`src/design/radio_ctrl_pkg.sv`:
```
////////////////////////////////////////////////////////////////////////////
// Shared types and address map for the radio control plane.
// Each block decodes its own addresses from set_bus_t.
////////////////////////////////////////////////////////////////////////////

package radio_ctrl_pkg;

   ////////////////////////////////////////////////////////////////////////////
   // Settings bus
   ////////////////////////////////////////////////////////////////////////////

   // One write per cycle while stb is high
   typedef struct packed {
      logic        stb;
      logic [7:0]  addr;
      logic [31:0] data;
   } set_bus_t;

   // Block base addresses
   // Misc: +0 config word 0, +1 config word 1, +2 clock sync
   localparam logic [7:0] SR_MISC   = 8'd0;
   // Time: +0 time high, +1 time low, +2 load command
   localparam logic [7:0] SR_TIME64 = 8'd192;
   // GPIO: +0 idle, +1 rx, +2 tx, +3 fdx, +4 direction
   localparam logic [7:0] SR_GPIO   = 8'd224;

   ////////////////////////////////////////////////////////////////////////////
   // Readback
   ////////////////////////////////////////////////////////////////////////////

   // Word indices, all others read as all ones
   localparam logic [3:0] RB_COMPAT  = 4'd0;
   localparam logic [3:0] RB_GPIO    = 4'd1;
   localparam logic [3:0] RB_CONFIG0 = 4'd2;
   localparam logic [3:0] RB_CONFIG1 = 4'd3;
   localparam logic [3:0] RB_TIME_HI = 4'd4;
   localparam logic [3:0] RB_TIME_LO = 4'd5;
   localparam logic [3:0] RB_PPS_HI  = 4'd6;
   localparam logic [3:0] RB_PPS_LO  = 4'd7;

   // Major in upper half, minor in lower half
   // bump when the register map changes
   localparam logic [31:0] COMPAT_NUM = {16'd11, 16'd1};

   ////////////////////////////////////////////////////////////////////////////
   // GPIO
   ////////////////////////////////////////////////////////////////////////////

   localparam int GPIO_WIDTH = 32;

   // Encoded as {run_tx, run_rx}
   typedef enum logic [1:0] {
      ATR_IDLE = 2'd0,
      ATR_RX   = 2'd1,
      ATR_TX   = 2'd2,
      ATR_FDX  = 2'd3
   } atr_state_t;

endpackage

```
`src/design/misc_settings.sv`:
```
////////////////////////////////////////////////////////////////////////////
// Config words have no reset and survive rst_n_i.
// Clock sync word: bit 0 enable, bit 1 invert. Output is combinational.
////////////////////////////////////////////////////////////////////////////

module misc_settings (
   input  logic                     clk,
   input  logic                     rst_n_i,
   input  radio_ctrl_pkg::set_bus_t set_bus_i,
   input  logic                     pps_i,
   output logic [31:0]              config_word0_o,
   output logic [31:0]              config_word1_o,
   output logic                     clock_sync_o
);

   import radio_ctrl_pkg::*;

   logic clock_sync_enb;
   logic clock_sync_inv;

   // Persistent configuration words
   always_ff @(posedge clk) begin
      if (set_bus_i.stb && (set_bus_i.addr == SR_MISC)) begin
         config_word0_o <= set_bus_i.data;
      end
      if (set_bus_i.stb && (set_bus_i.addr == SR_MISC + 8'd1)) begin
         config_word1_o <= set_bus_i.data;
      end
   end

   // Clock sync control
   always_ff @(posedge clk) begin
      if (!rst_n_i) begin
         clock_sync_enb <= 1'b0;
         clock_sync_inv <= 1'b0;
      end else if (set_bus_i.stb && (set_bus_i.addr == SR_MISC + 8'd2)) begin
         clock_sync_enb <= set_bus_i.data[0];
         clock_sync_inv <= set_bus_i.data[1];
      end
   end

   // Reference clock sync follows the raw PPS pin
   assign clock_sync_o = clock_sync_enb ? (pps_i ^ clock_sync_inv) : 1'b0;

endmodule

```
`src/design/time_64bit.sv`:
```
////////////////////////////////////////////////////////////////////////////
// Free-running 64-bit time. Command bit 0 set loads now, clear arms a load
// on the next synchronized PPS rising edge (three clocks after the pin).
////////////////////////////////////////////////////////////////////////////

module time_64bit (
   input  logic                     clk,
   input  logic                     rst_n_i,
   input  radio_ctrl_pkg::set_bus_t set_bus_i,
   input  logic                     pps_i,
   output logic [63:0]              vita_time_o,
   output logic [63:0]              vita_time_pps_o
);

   import radio_ctrl_pkg::*;

   logic [31:0] time_hi_q;
   logic [31:0] time_lo_q;
   logic        armed_q;
   logic        hi_wr;
   logic        lo_wr;
   logic        cmd_wr;
   logic        pps_meta;
   logic        pps_sync;
   logic        pps_dly;
   logic        pps_edge;

   assign hi_wr  = set_bus_i.stb && (set_bus_i.addr == SR_TIME64);
   assign lo_wr  = set_bus_i.stb && (set_bus_i.addr == SR_TIME64 + 8'd1);
   assign cmd_wr = set_bus_i.stb && (set_bus_i.addr == SR_TIME64 + 8'd2);

   // Staged load value
   always_ff @(posedge clk) begin
      if (hi_wr) begin
         time_hi_q <= set_bus_i.data;
      end
      if (lo_wr) begin
         time_lo_q <= set_bus_i.data;
      end
   end

   ////////////////////////////////////////////////////////////////////////////
   // PPS synchronizer and rising edge
   ////////////////////////////////////////////////////////////////////////////

   always_ff @(posedge clk) begin
      if (!rst_n_i) begin
         pps_meta <= 1'b0;
         pps_sync <= 1'b0;
         pps_dly  <= 1'b0;
      end else begin
         pps_meta <= pps_i;
         pps_sync <= pps_meta;
         pps_dly  <= pps_sync;
      end
   end

   assign pps_edge = pps_sync & ~pps_dly;

   ////////////////////////////////////////////////////////////////////////////
   // Counter, load and PPS latch
   ////////////////////////////////////////////////////////////////////////////

   always_ff @(posedge clk) begin
      if (!rst_n_i) begin
         vita_time_o     <= '0;
         vita_time_pps_o <= '0;
         armed_q         <= 1'b0;
      end else begin
         // Immediate load or armed load on the PPS edge
         if ((cmd_wr && set_bus_i.data[0]) || (armed_q && pps_edge)) begin
            vita_time_o <= {time_hi_q, time_lo_q};
         end else begin
            vita_time_o <= vita_time_o + 64'd1;
         end

         // A new command always replaces a pending one
         if (cmd_wr) begin
            armed_q <= ~set_bus_i.data[0];
         end else if (pps_edge) begin
            armed_q <= 1'b0;
         end

         if (pps_edge) begin
            vita_time_pps_o <= vita_time_o;
         end
      end
   end

endmodule

```
`src/design/gpio_atr.sv`:
```
////////////////////////////////////////////////////////////////////////////
// Output pins follow the ATR register of the current run state.
// Direction register drives the output enables directly.
////////////////////////////////////////////////////////////////////////////

module gpio_atr (
   input  logic                                clk,
   input  logic                                rst_n_i,
   input  radio_ctrl_pkg::set_bus_t            set_bus_i,
   input  logic                                run_rx_i,
   input  logic                                run_tx_i,
   output logic [radio_ctrl_pkg::GPIO_WIDTH-1:0] gpio_out_o,
   output logic [radio_ctrl_pkg::GPIO_WIDTH-1:0] gpio_oe_o
);

   import radio_ctrl_pkg::*;

   logic [GPIO_WIDTH-1:0] atr_regs [4];
   logic [GPIO_WIDTH-1:0] out_next;
   logic [7:0]            wr_offset;
   logic [1:0]            wr_idx;
   logic                  wr_atr;
   logic                  wr_ddr;
   atr_state_t            state;

   ////////////////////////////////////////////////////////////////////////////
   // Register decode
   ////////////////////////////////////////////////////////////////////////////

   assign wr_offset = set_bus_i.addr - SR_GPIO;
   assign wr_idx    = wr_offset[1:0];
   assign wr_atr    = set_bus_i.stb && (wr_offset < 8'd4);
   assign wr_ddr    = set_bus_i.stb && (wr_offset == 8'd4);

   // One value register per run state
   always_ff @(posedge clk) begin
      if (!rst_n_i) begin
         for (int i = 0; i < 4; i++) begin
            atr_regs[i] <= '0;
         end
      end else if (wr_atr) begin
         atr_regs[wr_idx] <= set_bus_i.data[GPIO_WIDTH-1:0];
      end
   end

   // Direction, 1 drives the pin
   always_ff @(posedge clk) begin
      if (!rst_n_i) begin
         gpio_oe_o <= '0;
      end else if (wr_ddr) begin
         gpio_oe_o <= set_bus_i.data[GPIO_WIDTH-1:0];
      end
   end

   ////////////////////////////////////////////////////////////////////////////
   // State select
   ////////////////////////////////////////////////////////////////////////////

   assign state = atr_state_t'({run_tx_i, run_rx_i});

   // Bypass a write to the active state's register so the pins
   // change on the same edge as the register itself
   always_comb begin
      if (wr_atr && (wr_idx == state)) begin
         out_next = set_bus_i.data[GPIO_WIDTH-1:0];
      end else begin
         out_next = atr_regs[state];
      end
   end

   always_ff @(posedge clk) begin
      if (!rst_n_i) begin
         gpio_out_o <= '0;
      end else begin
         gpio_out_o <= out_next;
      end
   end

endmodule

```
`src/design/readback_mux.sv`:
```
////////////////////////////////////////////////////////////////////////////
// Data appears one clock after the address. Reading TIME_HI snapshots the
// time so that a following TIME_LO read returns the matching low half.
////////////////////////////////////////////////////////////////////////////

module readback_mux (
   input  logic                                clk,
   input  logic                                rst_n_i,
   input  logic [3:0]                          rb_addr_i,
   input  logic [radio_ctrl_pkg::GPIO_WIDTH-1:0] gpio_in_i,
   input  logic [31:0]                         config_word0_i,
   input  logic [31:0]                         config_word1_i,
   input  logic [63:0]                         vita_time_i,
   input  logic [63:0]                         vita_time_pps_i,
   output logic [31:0]                         rb_data_o
);

   import radio_ctrl_pkg::*;

   // Low half of the time seen by the last high read
   logic [31:0] time_lo_snap;

   always_ff @(posedge clk) begin
      if (rb_addr_i == RB_TIME_HI) begin
         time_lo_snap <= vita_time_i[31:0];
      end
   end

   always_ff @(posedge clk) begin
      if (!rst_n_i) begin
         rb_data_o <= '0;
      end else begin
         case (rb_addr_i)
            RB_COMPAT:  rb_data_o <= COMPAT_NUM;
            RB_GPIO:    rb_data_o <= 32'(gpio_in_i);
            RB_CONFIG0: rb_data_o <= config_word0_i;
            RB_CONFIG1: rb_data_o <= config_word1_i;
            RB_TIME_HI: rb_data_o <= vita_time_i[63:32];
            RB_TIME_LO: rb_data_o <= time_lo_snap;
            RB_PPS_HI:  rb_data_o <= vita_time_pps_i[63:32];
            RB_PPS_LO:  rb_data_o <= vita_time_pps_i[31:0];
            default:    rb_data_o <= '1;
         endcase
      end
   end

endmodule

```
`src/design/radio_ctrl_core.sv`:
```
////////////////////////////////////////////////////////////////////////////
// Control plane top. Settings bus is driven directly, no flow control.
// Pads are split into separate out, output-enable and in ports.
////////////////////////////////////////////////////////////////////////////

module radio_ctrl_core (
   input  logic                                clk,
   input  logic                                rst_n_i,
   input  logic                                set_stb_i,
   input  logic [7:0]                          set_addr_i,
   input  logic [31:0]                         set_data_i,
   input  logic [3:0]                          rb_addr_i,
   output logic [31:0]                         rb_data_o,
   input  logic                                pps_i,
   output logic                                clock_sync_o,
   input  logic                                run_rx_i,
   input  logic                                run_tx_i,
   input  logic [radio_ctrl_pkg::GPIO_WIDTH-1:0] gpio_in_i,
   output logic [radio_ctrl_pkg::GPIO_WIDTH-1:0] gpio_out_o,
   output logic [radio_ctrl_pkg::GPIO_WIDTH-1:0] gpio_oe_o
);

   import radio_ctrl_pkg::*;

   set_bus_t    set_bus;
   logic [31:0] config_word0;
   logic [31:0] config_word1;
   logic [63:0] vita_time;
   logic [63:0] vita_time_pps;

   assign set_bus = '{stb: set_stb_i, addr: set_addr_i, data: set_data_i};

   misc_settings u_misc (
      .clk(clk), .rst_n_i(rst_n_i), .set_bus_i(set_bus), .pps_i(pps_i),
      .config_word0_o(config_word0), .config_word1_o(config_word1),
      .clock_sync_o(clock_sync_o));

   time_64bit u_time (
      .clk(clk), .rst_n_i(rst_n_i), .set_bus_i(set_bus), .pps_i(pps_i),
      .vita_time_o(vita_time), .vita_time_pps_o(vita_time_pps));

   gpio_atr u_gpio (
      .clk(clk), .rst_n_i(rst_n_i), .set_bus_i(set_bus),
      .run_rx_i(run_rx_i), .run_tx_i(run_tx_i),
      .gpio_out_o(gpio_out_o), .gpio_oe_o(gpio_oe_o));

   readback_mux u_rb (
      .clk(clk), .rst_n_i(rst_n_i), .rb_addr_i(rb_addr_i), .gpio_in_i(gpio_in_i),
      .config_word0_i(config_word0), .config_word1_i(config_word1),
      .vita_time_i(vita_time), .vita_time_pps_i(vita_time_pps), .rb_data_o(rb_data_o));

endmodule

```
`config.mk`:
```
export PLATFORM = sky130hd
export DESIGN_NAME = radio_ctrl_core
export DESIGN_NICKNAME = d
export VERILOG_FILES = /design/src/design/radio_ctrl_pkg.sv /design/src/design/misc_settings.sv /design/src/design/time_64bit.sv /design/src/design/gpio_atr.sv /design/src/design/readback_mux.sv /design/src/design/radio_ctrl_core.sv
export SDC_FILE = /design/constraint.sdc
export NUM_CORES = 1
export LEC_CHECK = 0
export BUFFER_PORTS_ARGS = -buffer_cell sky130_fd_sc_hd__buf_2
export CAP_MARGIN = 20
export CORE_MARGIN = 1.5
export CORE_UTILIZATION = 40
export CTS_BUF_LIST = sky130_fd_sc_hd__clkbuf_4
export CTS_CLUSTER_SIZE = 40
export DETAILED_ROUTE_END_ITERATION = 12
export REMOVE_ABC_BUFFERS = 1
export SLEW_MARGIN = 20
export SYNTH_ARGS = -nofsm -noshare
export SYNTH_HDL_FRONTEND = slang
export SYNTH_SLANG_ARGS = --single-unit
export TNS_END_PERCENT = 50
```
`constraint.sdc`:
```
create_clock -name clk -period 7.8 [get_ports clk]
set_clock_uncertainty 0.1 [all_clocks]
set_input_delay 0.39 -clock clk [delete_from_list [all_inputs] [get_ports clk]]
set_output_delay 0.39 -clock clk [all_outputs]
set_load 0.03 [all_outputs]
```
## After elaboration in Yosys (flattened, before gate mapping)

Memory sizes are Yosys's and may differ from the RTL's. A register that Yosys moved wholly into a read port is not among the register bits.
Cells that the tools add are included.

| storage, ports and cells | value |
|---|---|
| bits in registers | 358 |
| latch bits | 0 |
| RAM bits | 128 |
| ROM bits | 0 |
| logic and storage cells | 64 |
| memories | 1 |

Memory list:

| memory | words | bits a word | read ports | clocked after memory_dff | wr ports | line | RTL |
|---|---|---|---|---|---|---|---|
| u_gpio.atr_regs | 4 | 32 | 1 | 1 | 4 | gpio_atr.sv:18 | `logic [GPIO_WIDTH-1:0] atr_regs [4];` |

| cells by class | value |
|---|---|
| add/sub/neg operators | 2 |
| multiply operators | 0 |
| divide/modulo/power cells | 0 |
| magnitude comparators | 1 |
| eq/ne operators | 13 |
| shift operators | 0 |
| multiplexer cells | 12 |
| bitwise gates (word level) | 4 |
| reduce and logical (&&, ||, !) cells | 16 |

Operator list:

| cell | number |
|---|---|
| case mux 32 bit (8 select lines) | 1 |
| adder 64 x 1 -> 64 bit (second input constant) | 1 |
| 2-to-1 mux 64 bit | 1 |
| 2-to-1 mux 32 bit | 1 |
| OR reduction 32 bit | 1 |
| == test 8 bit (second input constant) | 3 |
| == test 4 x 3 -> 1 bit (second input constant) | 4 |
| logical AND 1 bit | 10 |
| == test 4 x 2 -> 1 bit (second input constant) | 2 |
| == test 8 x 1 -> 1 bit (second input constant) | 1 |
| == test 8 x 2 -> 1 bit (second input constant) | 1 |
| == test 8 x 3 -> 1 bit (second input constant) | 1 |
| logical NOT 8 bit | 1 |
| less-than comparator 8 x 3 -> 1 bit (second input constant) | 1 |
| 2-to-1 mux 1 bit | 8 |
| subtractor 8 bit (second input constant) | 1 |
| == test 4 x 1 -> 1 bit (second input constant) | 1 |
| logical NOT 4 bit | 1 |
| 2-to-1 mux 2 bit | 1 |
| NOT 1 bit | 2 |
| nonzero test 2 bit | 1 |
| AND 1 bit | 1 |
| logical NOT 1 bit | 1 |
| logical OR 1 bit | 1 |
| bitwise XOR 1 bit | 1 |

## Depth between registers and ports, before layout

Gate-level depths: netlist of run 1.

| depth | value |
|---|---|
| depth after elaboration | 8 |
| gate-level depth with buffers | 9 |
| gate-level depth less buffers | 6 |

## Modules after synthesis

From an unflattened synthesis of run 1, not the netlist that was laid out.

| second synthesis, totals | value |
|---|---|
| cells, all modules | 1740 |
| area total of the unflattened synthesis | 21438.1 um^2 |

Modules (own cells, without submodules):

| module | times used | cells an instance | area each (um^2) | seq. area each (um^2) |
|---|---|---|---|---|
| gpio_atr | 1 | 539 | 7967.6 | 5124.9 |
| time_64bit | 1 | 795 | 7863.8 | 4564.4 |
| readback_mux | 1 | 326 | 3525.9 | 1601.5 |
| misc_settings | 1 | 80 | 2080.7 | 1961.9 |

## Worst setup path after synthesis of run 1

Ideal clock, no wire load.

| timing path | value |
|---|---|
| path kind | in2reg |
| start point | in set_addr_i[4] |
| end point | mem u_gpio.atr_regs[2][0], enable pin |
| library setup time | 466 ps |
| arrival | 3612 ps |
| data required time | 7234 ps |
| slack | 3623 ps |
| cell stages on the path | 3 |
| cells stage by stage | nor4b_1 nand4bb_1 o21ai_0 |

RTL lines:

| what | line | RTL |
|---|---|---|
| from (decl) | radio_ctrl_core.sv:10 | `input logic [7:0] set_addr_i,` |
| to (decl) | gpio_atr.sv:18 |  |

## Worst setup path after layout of run 1

| timing path | value |
|---|---|
| start point | reg u_time.vita_time_o[0] |
| end point | reg u_time.vita_time_o[56] |

| between the ends | value |
|---|---|
| word-level cells in the longest chain between the ends | 2 |

RTL lines:

| what | line | RTL |
|---|---|---|
| from (decl) | time_64bit.sv:11 | `output logic [63:0] vita_time_o,` |
| from (signal assigned) | time_64bit.sv:72 | `vita_time_o <= {time_hi_q, time_lo_q};` |
| from (signal assigned) | time_64bit.sv:74 | `vita_time_o <= vita_time_o + 64'd1;` |
| adder 64 x 1 -> 64 bit | time_64bit.sv:74 |  |
| 2-to-1 mux 64 bit | time_64bit.sv:71 | `if ((cmd_wr && set_bus_i.data[0]) \|\| (armed_q && pps_edge)) begin` |

Every way passes these cells.
A chain may end at the register's enable or synchronous reset.

==> summary.md, run 1 <==
| Metric | Value |
|---|---|
| Status | complete, no violations |
| # clock sinks | 518 |
| Post-Syn Area per Cell | 11.5 um^2 |
| CP max FO | 18 |
| Initial antenna violation count | 2 |
| Die Wd | 231 um |
| # Post-CTS Setup Buffers | 0 |
| Hold Startpoint | rb_addr_i[2] |
| Cell type of the slowest stage on the worst timing path | or4_1 |
| Worst R2R Path Depth | 6 |
| Die area | 0.0534 mm^2 |
| Global-route wire length before repair | 92000 um |
| Relative slew slack | 0.371 |
| Vias in the first global route | 15.9k |
| Synth Instances | around 1.8k |
| Seq cells post-synth | 518 |
| Pleak | 8.94 nW |
| Layout cells sized above 1 | 0.230 |
| Detailed Route Iter0 Violations | 1358 |
| RR Startpoint | u_time.vita_time_o[0] |
| Hold slack | 90.9 ps |
| HPWL after detailed placement | 35300 um |
| Initial Util | 0.405 |
| Setup TNS | 0 ps |
| Die Y-Extent | 231 um |
| Maximum number of pins on one net before global-route repair | 71 |
| Post-Route WL | 60100 um |
| Post-CTS Hold Fix Bufs | 95 |
| P_int | 4.50 mW |
| Detail Route Antenna Nets | 0 |
| Post-Syn Area | 0.0208 mm^2 |
| Post-synth EDFFs | ~290 |
| Seq/Total Area, Yosys | 0.637 |
| Nets | 2198 |
| CTS tree | done |
| TritonCTS buffer count | 141 |
| RSZ-0062 raised after global routing | no |
| Drc violations | 0 |
| Yosys cell types | 51 |
| Number of synthesis warnings | 0 |
| Fmax | 298 MHz |
| Max_cap viols | 0 |
| Data required time at the worst endpoint | 8560 ps |
| Hold depth | 4 |
| Post-CTS Resized | 0 |
| Tot Pwr | 5.88 mW |
| Sw frac | 0.234 |
| Hold Violations, Final | 0 |
| Input/output buffers | 178 |
| Capturing point of the worst reg2reg path | u_time.vita_time_o[56] |
| Clock share of power | 0.435 |
| Reg power frac | 0.504 |
| Total global routing overflow | 0 |
| CP peak stage delay | a little under 900 ps |
| Num ports | 179 |
| H-tree level count | 4 |
| GR Util All Layers | 0.227 |
| Most used flip-flop cell after synthesis | edfxtp_1 |
| Crit path top cell by count | or4_1 |
| Reg2reg setup slack | 4440 ps |
| Count of final max-slew check failures | 0 |
| Crit. End Element | register |
| Routability congestion estimate | between 0.8 and 0.9 |
| Vias | roughly 16k |
| CP arrival | 4120 ps |
| Drt pass-1 iters | 5 |
| Delay-heaviest family, CP | simple AND/OR/NAND/NOR gates |
| PD cells | 233 mW/mm^2 |
| Clock Latency Late Sink | 960 ps |
| Worst slew pin tran | 944 ps |
| Worst path cell trace | ha_1 -> nand2_1 -> or3_1 -> or4_1 -> or4_1 -> a31oi_1 |
| Worst Path Buf+Inv | 0 |
| Clk pin slew, worst setup/hold paths | about 70 ps |
| Worst vdd ir | 0.000115 V |
| Minimum clock period | 3360 ps |
| Max Buffers Root-to-Sink | 3 |
| Final Setup Violations | 0 |
| Area Overhead vs Synth | 21.4% |
| Avg Vias per Cell | 5.50 |
| Worst hold path type | input port to register |
| Final Core Density | 0.492 |
| FP Rows | 83 |
| Logic pwr share | 0.061 |
| Clk root buf | clkbuf_4 |
| Routed len/inst | 20.6 um |
| Core area | about 0.051 mm^2 |
| Asr flop ratio synth | 0 |
| Crit start category | register |
| Final worst-path cycle share | 0.431 |
| WS Path Type | register to register |
| Switching Power | 1.38 mW |
| WHS Endpoint | u_rb.rb_data_o[16] |
[stage by stage]
step | setup slack (ps) | instances | area (um^2)
floorplan | 717 | 1666 | 20300
global placement | 4620 | 2556 | 22400
detailed placement | 4500 | 2556 | 22400
CTS | 4440 | 2911 | 25200
global route | 4300 | 2913 | 25300
finish | 4440 | 2915 | 25300
[how the worst max path moves through the flow]
stage | from | to | slack [ps] | cells past startpoint
CTS | u_time.vita_time_o[0] | u_time.vita_time_o[56] | 4440 | 6
detailed placement | u_time.vita_time_o[0] | u_time.vita_time_o[56] | 4500 | 6
floorplan | set_addr_i[4] | u_gpio.atr_regs[0][0] | 720 | 5
global route | u_time.vita_time_o[0] | u_time.vita_time_o[56] | 4300 | 6
global placement | u_time.vita_time_o[0] | u_time.vita_time_o[56] | 4620 | 6
finish | u_time.vita_time_o[0] | u_time.vita_time_o[56] | 4440 | 6
[registers in the layout, indices dropped and copies added, names as in the netlist]
register / flops
u_gpio.atr_regs: 128
u_time.vita_time_o: 64
u_time.vita_time_pps_o: 64
u_gpio.gpio_oe_o: 32
u_gpio.gpio_out_o: 32
u_misc.config_word0_o: 32
u_misc.config_word1_o: 32
u_rb.rb_data_o: 32
u_rb.time_lo_snap: 32
u_time.time_hi_q: 32
u_time.time_lo_q: 32
u_misc.clock_sync_enb: 1
u_misc.clock_sync_inv: 1
u_time.armed_q: 1
u_time.pps_dly: 1
u_time.pps_meta: 1
u_time.pps_sync: 1
[placed cells by master, fill, tap and decap left out, drive strengths merged, types with 14 or more instances in the layout]
cell type and count:
a211oi 21, a21oi 177, a221oi 31, a22o 33, a22oi 32, a31oi 41
and2 103, and3 41, buf 210, clkbuf 232, clkinv 22, dfxtp 230
dlygate4sd3 95, edfxtp 288, mux4 32, nand2 267, nand3 71, nand4 19
nor2 48, nor3 24, nor4 18, o21ai 46, or4 14, xnor2 33
[Yosys cell counts (33+ instances only)]
master | count | area share
a21oi_1 | 177 | 0.043
a22o_1 | 33 | 0.014
a31oi_1 | 41 | 0.012
and2_1 | 103 | 0.031
and3_1 | 41 | 0.012
clkbuf_1 | 125 | 0.023
dfxtp_1 | 230 | 0.22
edfxtp_1 | 288 | 0.42
nand2_1 | 267 | 0.048
nand3_1 | 69 | 0.017
nor2_1 | 48 | 0.0087
o21ai_0 | 46 | 0.011
xnor2_1 | 33 | 0.014
[logic make-up after synthesis]
kind of cell	count (synthesis)	share of synthesized area
compound gates	406	0.122
fa+ha+maj	2	0.00120
xor+xnor	43	0.0181
simple gates	656	0.158
buf+inv	148	0.0272
flops	518	0.637
mux	35	0.0361
[area by class of cell]
type | count | area (um^2)
antenna | 4 | 10.0
clock buffer | 232 | 1740
clock inverter | 28 | 190
fill | 4696 | 26000
inverter | 6 | 27.5
multi-input combinational | 1142 | 7100
sequential | 518 | 13300
tap | 680 | 851
timing repair buffer | 305 | 2080
[power groups by stage]
stage          sequential, mW  clock (mW)  combinational, mW
3_3_place_gp             3.02           0              0.320
6_report                 2.97        2.56              0.357
2_1_floorplan            3.07           0              0.113
5_1_grt                  2.97        2.78              0.381
4_1_cts                  2.97        2.62              0.360
3_5_place_dp             3.03           0              0.323
[tightest hold or removal path, stage by stage]
cell and delay [ps]:
buf_2 140, nor3_1 140, nor2_1 180, a41oi_1 230
[routing by layer]
| layer | vias up | part of all wire | GRT usage |
|---|---|---|---|
| li1 | 7409 | - | - |
| met1 | 7845 | 0.42 | 0.291 |
| met2 | 633 | 0.48 | 0.366 |
| met3 | 130 | 0.073 | 0.0584 |
| met4 | 2 | 0.026 | 0.0938 |
| met5 | - | 0.00020 | 0 |
Note: power is estimated with default switching activity, not from simulation.
==> inputs of run 2 (changes only) <==
- ABC_AREA: unset -> 1
- clock period: 7.8 -> 2.82 ns (I/O delays scaled with it)
==> summary.md, run 2 <==
| Metric | Value |
|---|---|
| Area Overhead vs Synth | 27.1% |
| Global-route wire length before repair | around 110000 um |
| RSZ-0062 raised after global routing | yes |
| Max Buffers Root-to-Sink | 3 |
| Reg2reg setup slack | ~100 ps |
| Post-Syn Area per Cell | 9.05 um^2 |
| Hold Violations, Final | 0 |
| Worst vdd ir | roughly 0.00038 V |
| Count of final max-slew check failures | 0 |
| Clock Latency Late Sink | 990 ps |
| TritonCTS buffer count | 140 |
| CTS tree | done |
| Num ports | around 180 |
| Yosys cell types | 41 |
| Count leader, synth | nor2_1 |
| Asr flop ratio synth | 0 |
| Routed len/inst | between 15 and 20 um |
| Number of synthesis warnings | 0 |
| Worst slew pin tran | between 700 and 800 ps |
| HPWL after detailed placement | 49000 um |
| Inst Count DP | 3323 |
| Nets | 3038 |
| Final worst-path cycle share | 0.984 |
| Area contributors post-synth | edfxtp_1 39%, dfxtp_1 21%, nor2_1 7.2%, nand3_1 5.5%, o21ai_0 4.9% |
| H-tree level count | 4 |
| Die Wd | 240 um |
| Routed met2 length | 36900 um |
| Routability congestion estimate | 0.966 |
| Worst R2R Path Depth | 7 |
| WHS Endpoint | u_gpio.gpio_oe_o[22] |
| Wl on met1 | ~31000 um |
| Most frequent cells in the layout | 423 x nor2_1, 288 x edfxtp_1, 285 x nand2_1 |
| # clock sinks | between 500 and 600 |
| Layout cells sized above 1 | 0.187 |
| Data required time at the worst endpoint | roughly 3600 ps |
| Final Setup Violations | 0 |
| Relative slew slack | 0.525 |
| Crit start category | input port |
| Seq/Total Area, Yosys | 0.591 |
| FP Rows | 86 |
| Die area | 0.0575 mm^2 |
| Most used flip-flop cell after synthesis | edfxtp_1 |
| Hold Startpoint | set_data_i[22] |
| Max reg flops | 128 |
| Crit. End Element | register |
| GR Util All Layers | 0.267 |
| Worst hold path type | input port to register |
| Clk pin slew, worst setup/hold paths | 70 ps |
| Detail Route Antenna Nets | 0 |
| Final worst-path setup slack | 45.5 ps |
| Placement Setup Slack | 559 ps |
| Post-Route WL | 75500 um |
| Initial antenna violation count | 8 |
| Drc violations | 0 |
| CP max FO | 6 |
| Fmax | 360 MHz |
| Fin cells | ~3.8k |
| Detailed Route Iter0 Violations | between 1.5k and 2k |
| Largest regs | u_gpio.atr_regs: 128 flops, u_time.vita_time_o: 64 flops, u_time.vita_time_pps_o: 64 flops |
| Seq cells post-synth | about 520 |
| Crit path from | set_addr_i[4] |
| # Post-CTS Setup Buffers | 0 |
| Total global routing overflow | 0 |
| Capturing point of the worst reg2reg path | u_rb.rb_data_o[1] |
| Synth Instances | between 2k and 2.5k |
| Post-Syn Area | 0.0224 mm^2 |
| Maximum number of pins on one net before global-route repair | 122 |
| Initial Util | 0.406 |
| WS Path Type | input port to register |
| Die Y-Extent | 240 um |
| Status | complete, no violations |
| PD cells | a little under 600 mW/mm^2 |
| Biggest register | u_gpio.atr_regs |
| Hold depth | 4 |
| Top cells by count, synth | 431 x nor2_1, 288 x edfxtp_1, 285 x nand2_1 |
| Post-synth top area cell | edfxtp_1 |
| Met3 WL | 5210 um |
| Yosys top cell area share | 0.386 |
| Vias | 19.8k |
| Clk root buf | clkbuf_4 |
| RR Startpoint | u_misc.config_word0_o[1] |
| Filler instances | about 5.3k |
| Core area | 0.0553 mm^2 |
| Drt pass-1 iters | 5 |
| Vias in the first global route | 19.8k |
| Post-synth EDFFs | 288 |
| Minimum clock period | 2770 ps |
| Most common cell after layout, fill and taps aside | nor2_1 |
| Avg Vias per Cell | approximately 5.2 |
| Max_cap viols | 0 |
| Top sig layer | met5 |
| CP arrival | 3510 ps |
| Pleak | approximately 11 nW |
| Input/output buffers | 178 |
-- run 2: changes by cell type in the layout (fill, tap and decap cells not counted), sizes merged, moves of 100 or more --
cell,before,now
and2,103,3
dlygate4sd3,95,235
inv,9,229
nand3,71,251
nor2,48,476
o21ai,46,267
-- run 2: how the worst max path moves through the flow --
stage | depth (start not counted) | slack (ps) | end
5_1_grt | 7 | -30 | u_rb.rb_data_o[1]
2_1_floorplan | 4 | -2980 | u_rb.time_lo_snap[0]
3_3_place_gp | 11 | 580 | u_time.vita_time_o[44]
4_1_cts | 15 | 20 | u_time.vita_time_o[45]
6_report | 14 | 50 | u_gpio.atr_regs[2][7]
3_5_place_dp | 11 | 560 | u_time.vita_time_o[45]
-- run 2: cell families (layout without fill, tap and decap cells) --
group                    count (synthesis)  after routing  synth area share
other                                    0              2                 0
AND/OR/NAND/NOR                       1130           1130             0.227
adder cells (fa/ha/maj)                  2              2           0.00112
AO/OA/AOI/OAI                          431            431             0.101
XOR/XNOR                                31             31            0.0121
buffers and inverters                  366            954            0.0681
flip-flops                             518            518             0.591
-- run 2: cell type report --
class	instances	area, um^2	share of cell area
antenna	2	5.00	0.000175
clock buffer	219	1640	0.0577
clock inverter	35	256	0.00899
inverter	228	868	0.0304
multi-input combinational	1594	7740	0.271
sequential	518	13300	0.465
tap	748	936	0.0328
timing repair buffer	472	3810	0.134
-- run 2: metrics by stage --
step | util | setup TNS (ps) | total power [mW] | cell area (um^2) | hold WS [ps]
6_report | 0.516 | 0 | 16.8 | 28500 | 75.4
3_5_place_dp | 0.438 | 0 | 9.61 | 24200 | 270
5_1_grt | 0.516 | -39.1 | 17.5 | 28500 | 68.2
2_1_floorplan | - | -495380 | 9.03 | 21800 | 134
4_1_cts | 0.515 | 0 | 17.0 | 28500 | 0.815
3_3_place_gp | 0.438 | 0 | 9.59 | 24200 | 270
-- run 2: per-layer routing --
| layer | vias to the layer above | GRT usage |
|---|---|---|
| li1 | 9422 | - |
| met1 | 9489 | 0.333 |
| met2 | 762 | 0.447 |
| met3 | 139 | 0.0641 |
| met4 | 8 | 0.100 |
| met5 | - | 0 |
-- run 2: worst max-delay path, stage by stage --
cell           delay [ps]
dlygate4sd3_1         540
buf_2                 140
inv_1                  70
nand2_1                50
nor2_1                100
nand2_2               100
nor2_8                 80
dlygate4sd3_1         690
inv_4                 100
nor2_8                120
nand3_1                80
dlygate4sd3_1         620
dlygate4sd3_1         590
nor2_1                 80
-- run 2: repair_timing --
| action | CTS | global route |
|---|---|---|
| hold buffers | 238 | 0 |
| hold endpoints to repair | 737 | 0 |
| resized for setup | 0 | 9 |
| endpoints found under the setup margin | 0 | 41 |
-- run 2: power breakdown --
| group | total [mW] | switching (mW) | internal [mW] |
|---|---|---|---|
| clock network | 7.09 | 3.19 | 3.89 |
| registers | 8.27 | 0.0865 | 8.18 |
| logic | 1.46 | 0.916 | 0.542 |
| total | 16.8 | 4.20 | 12.6 |
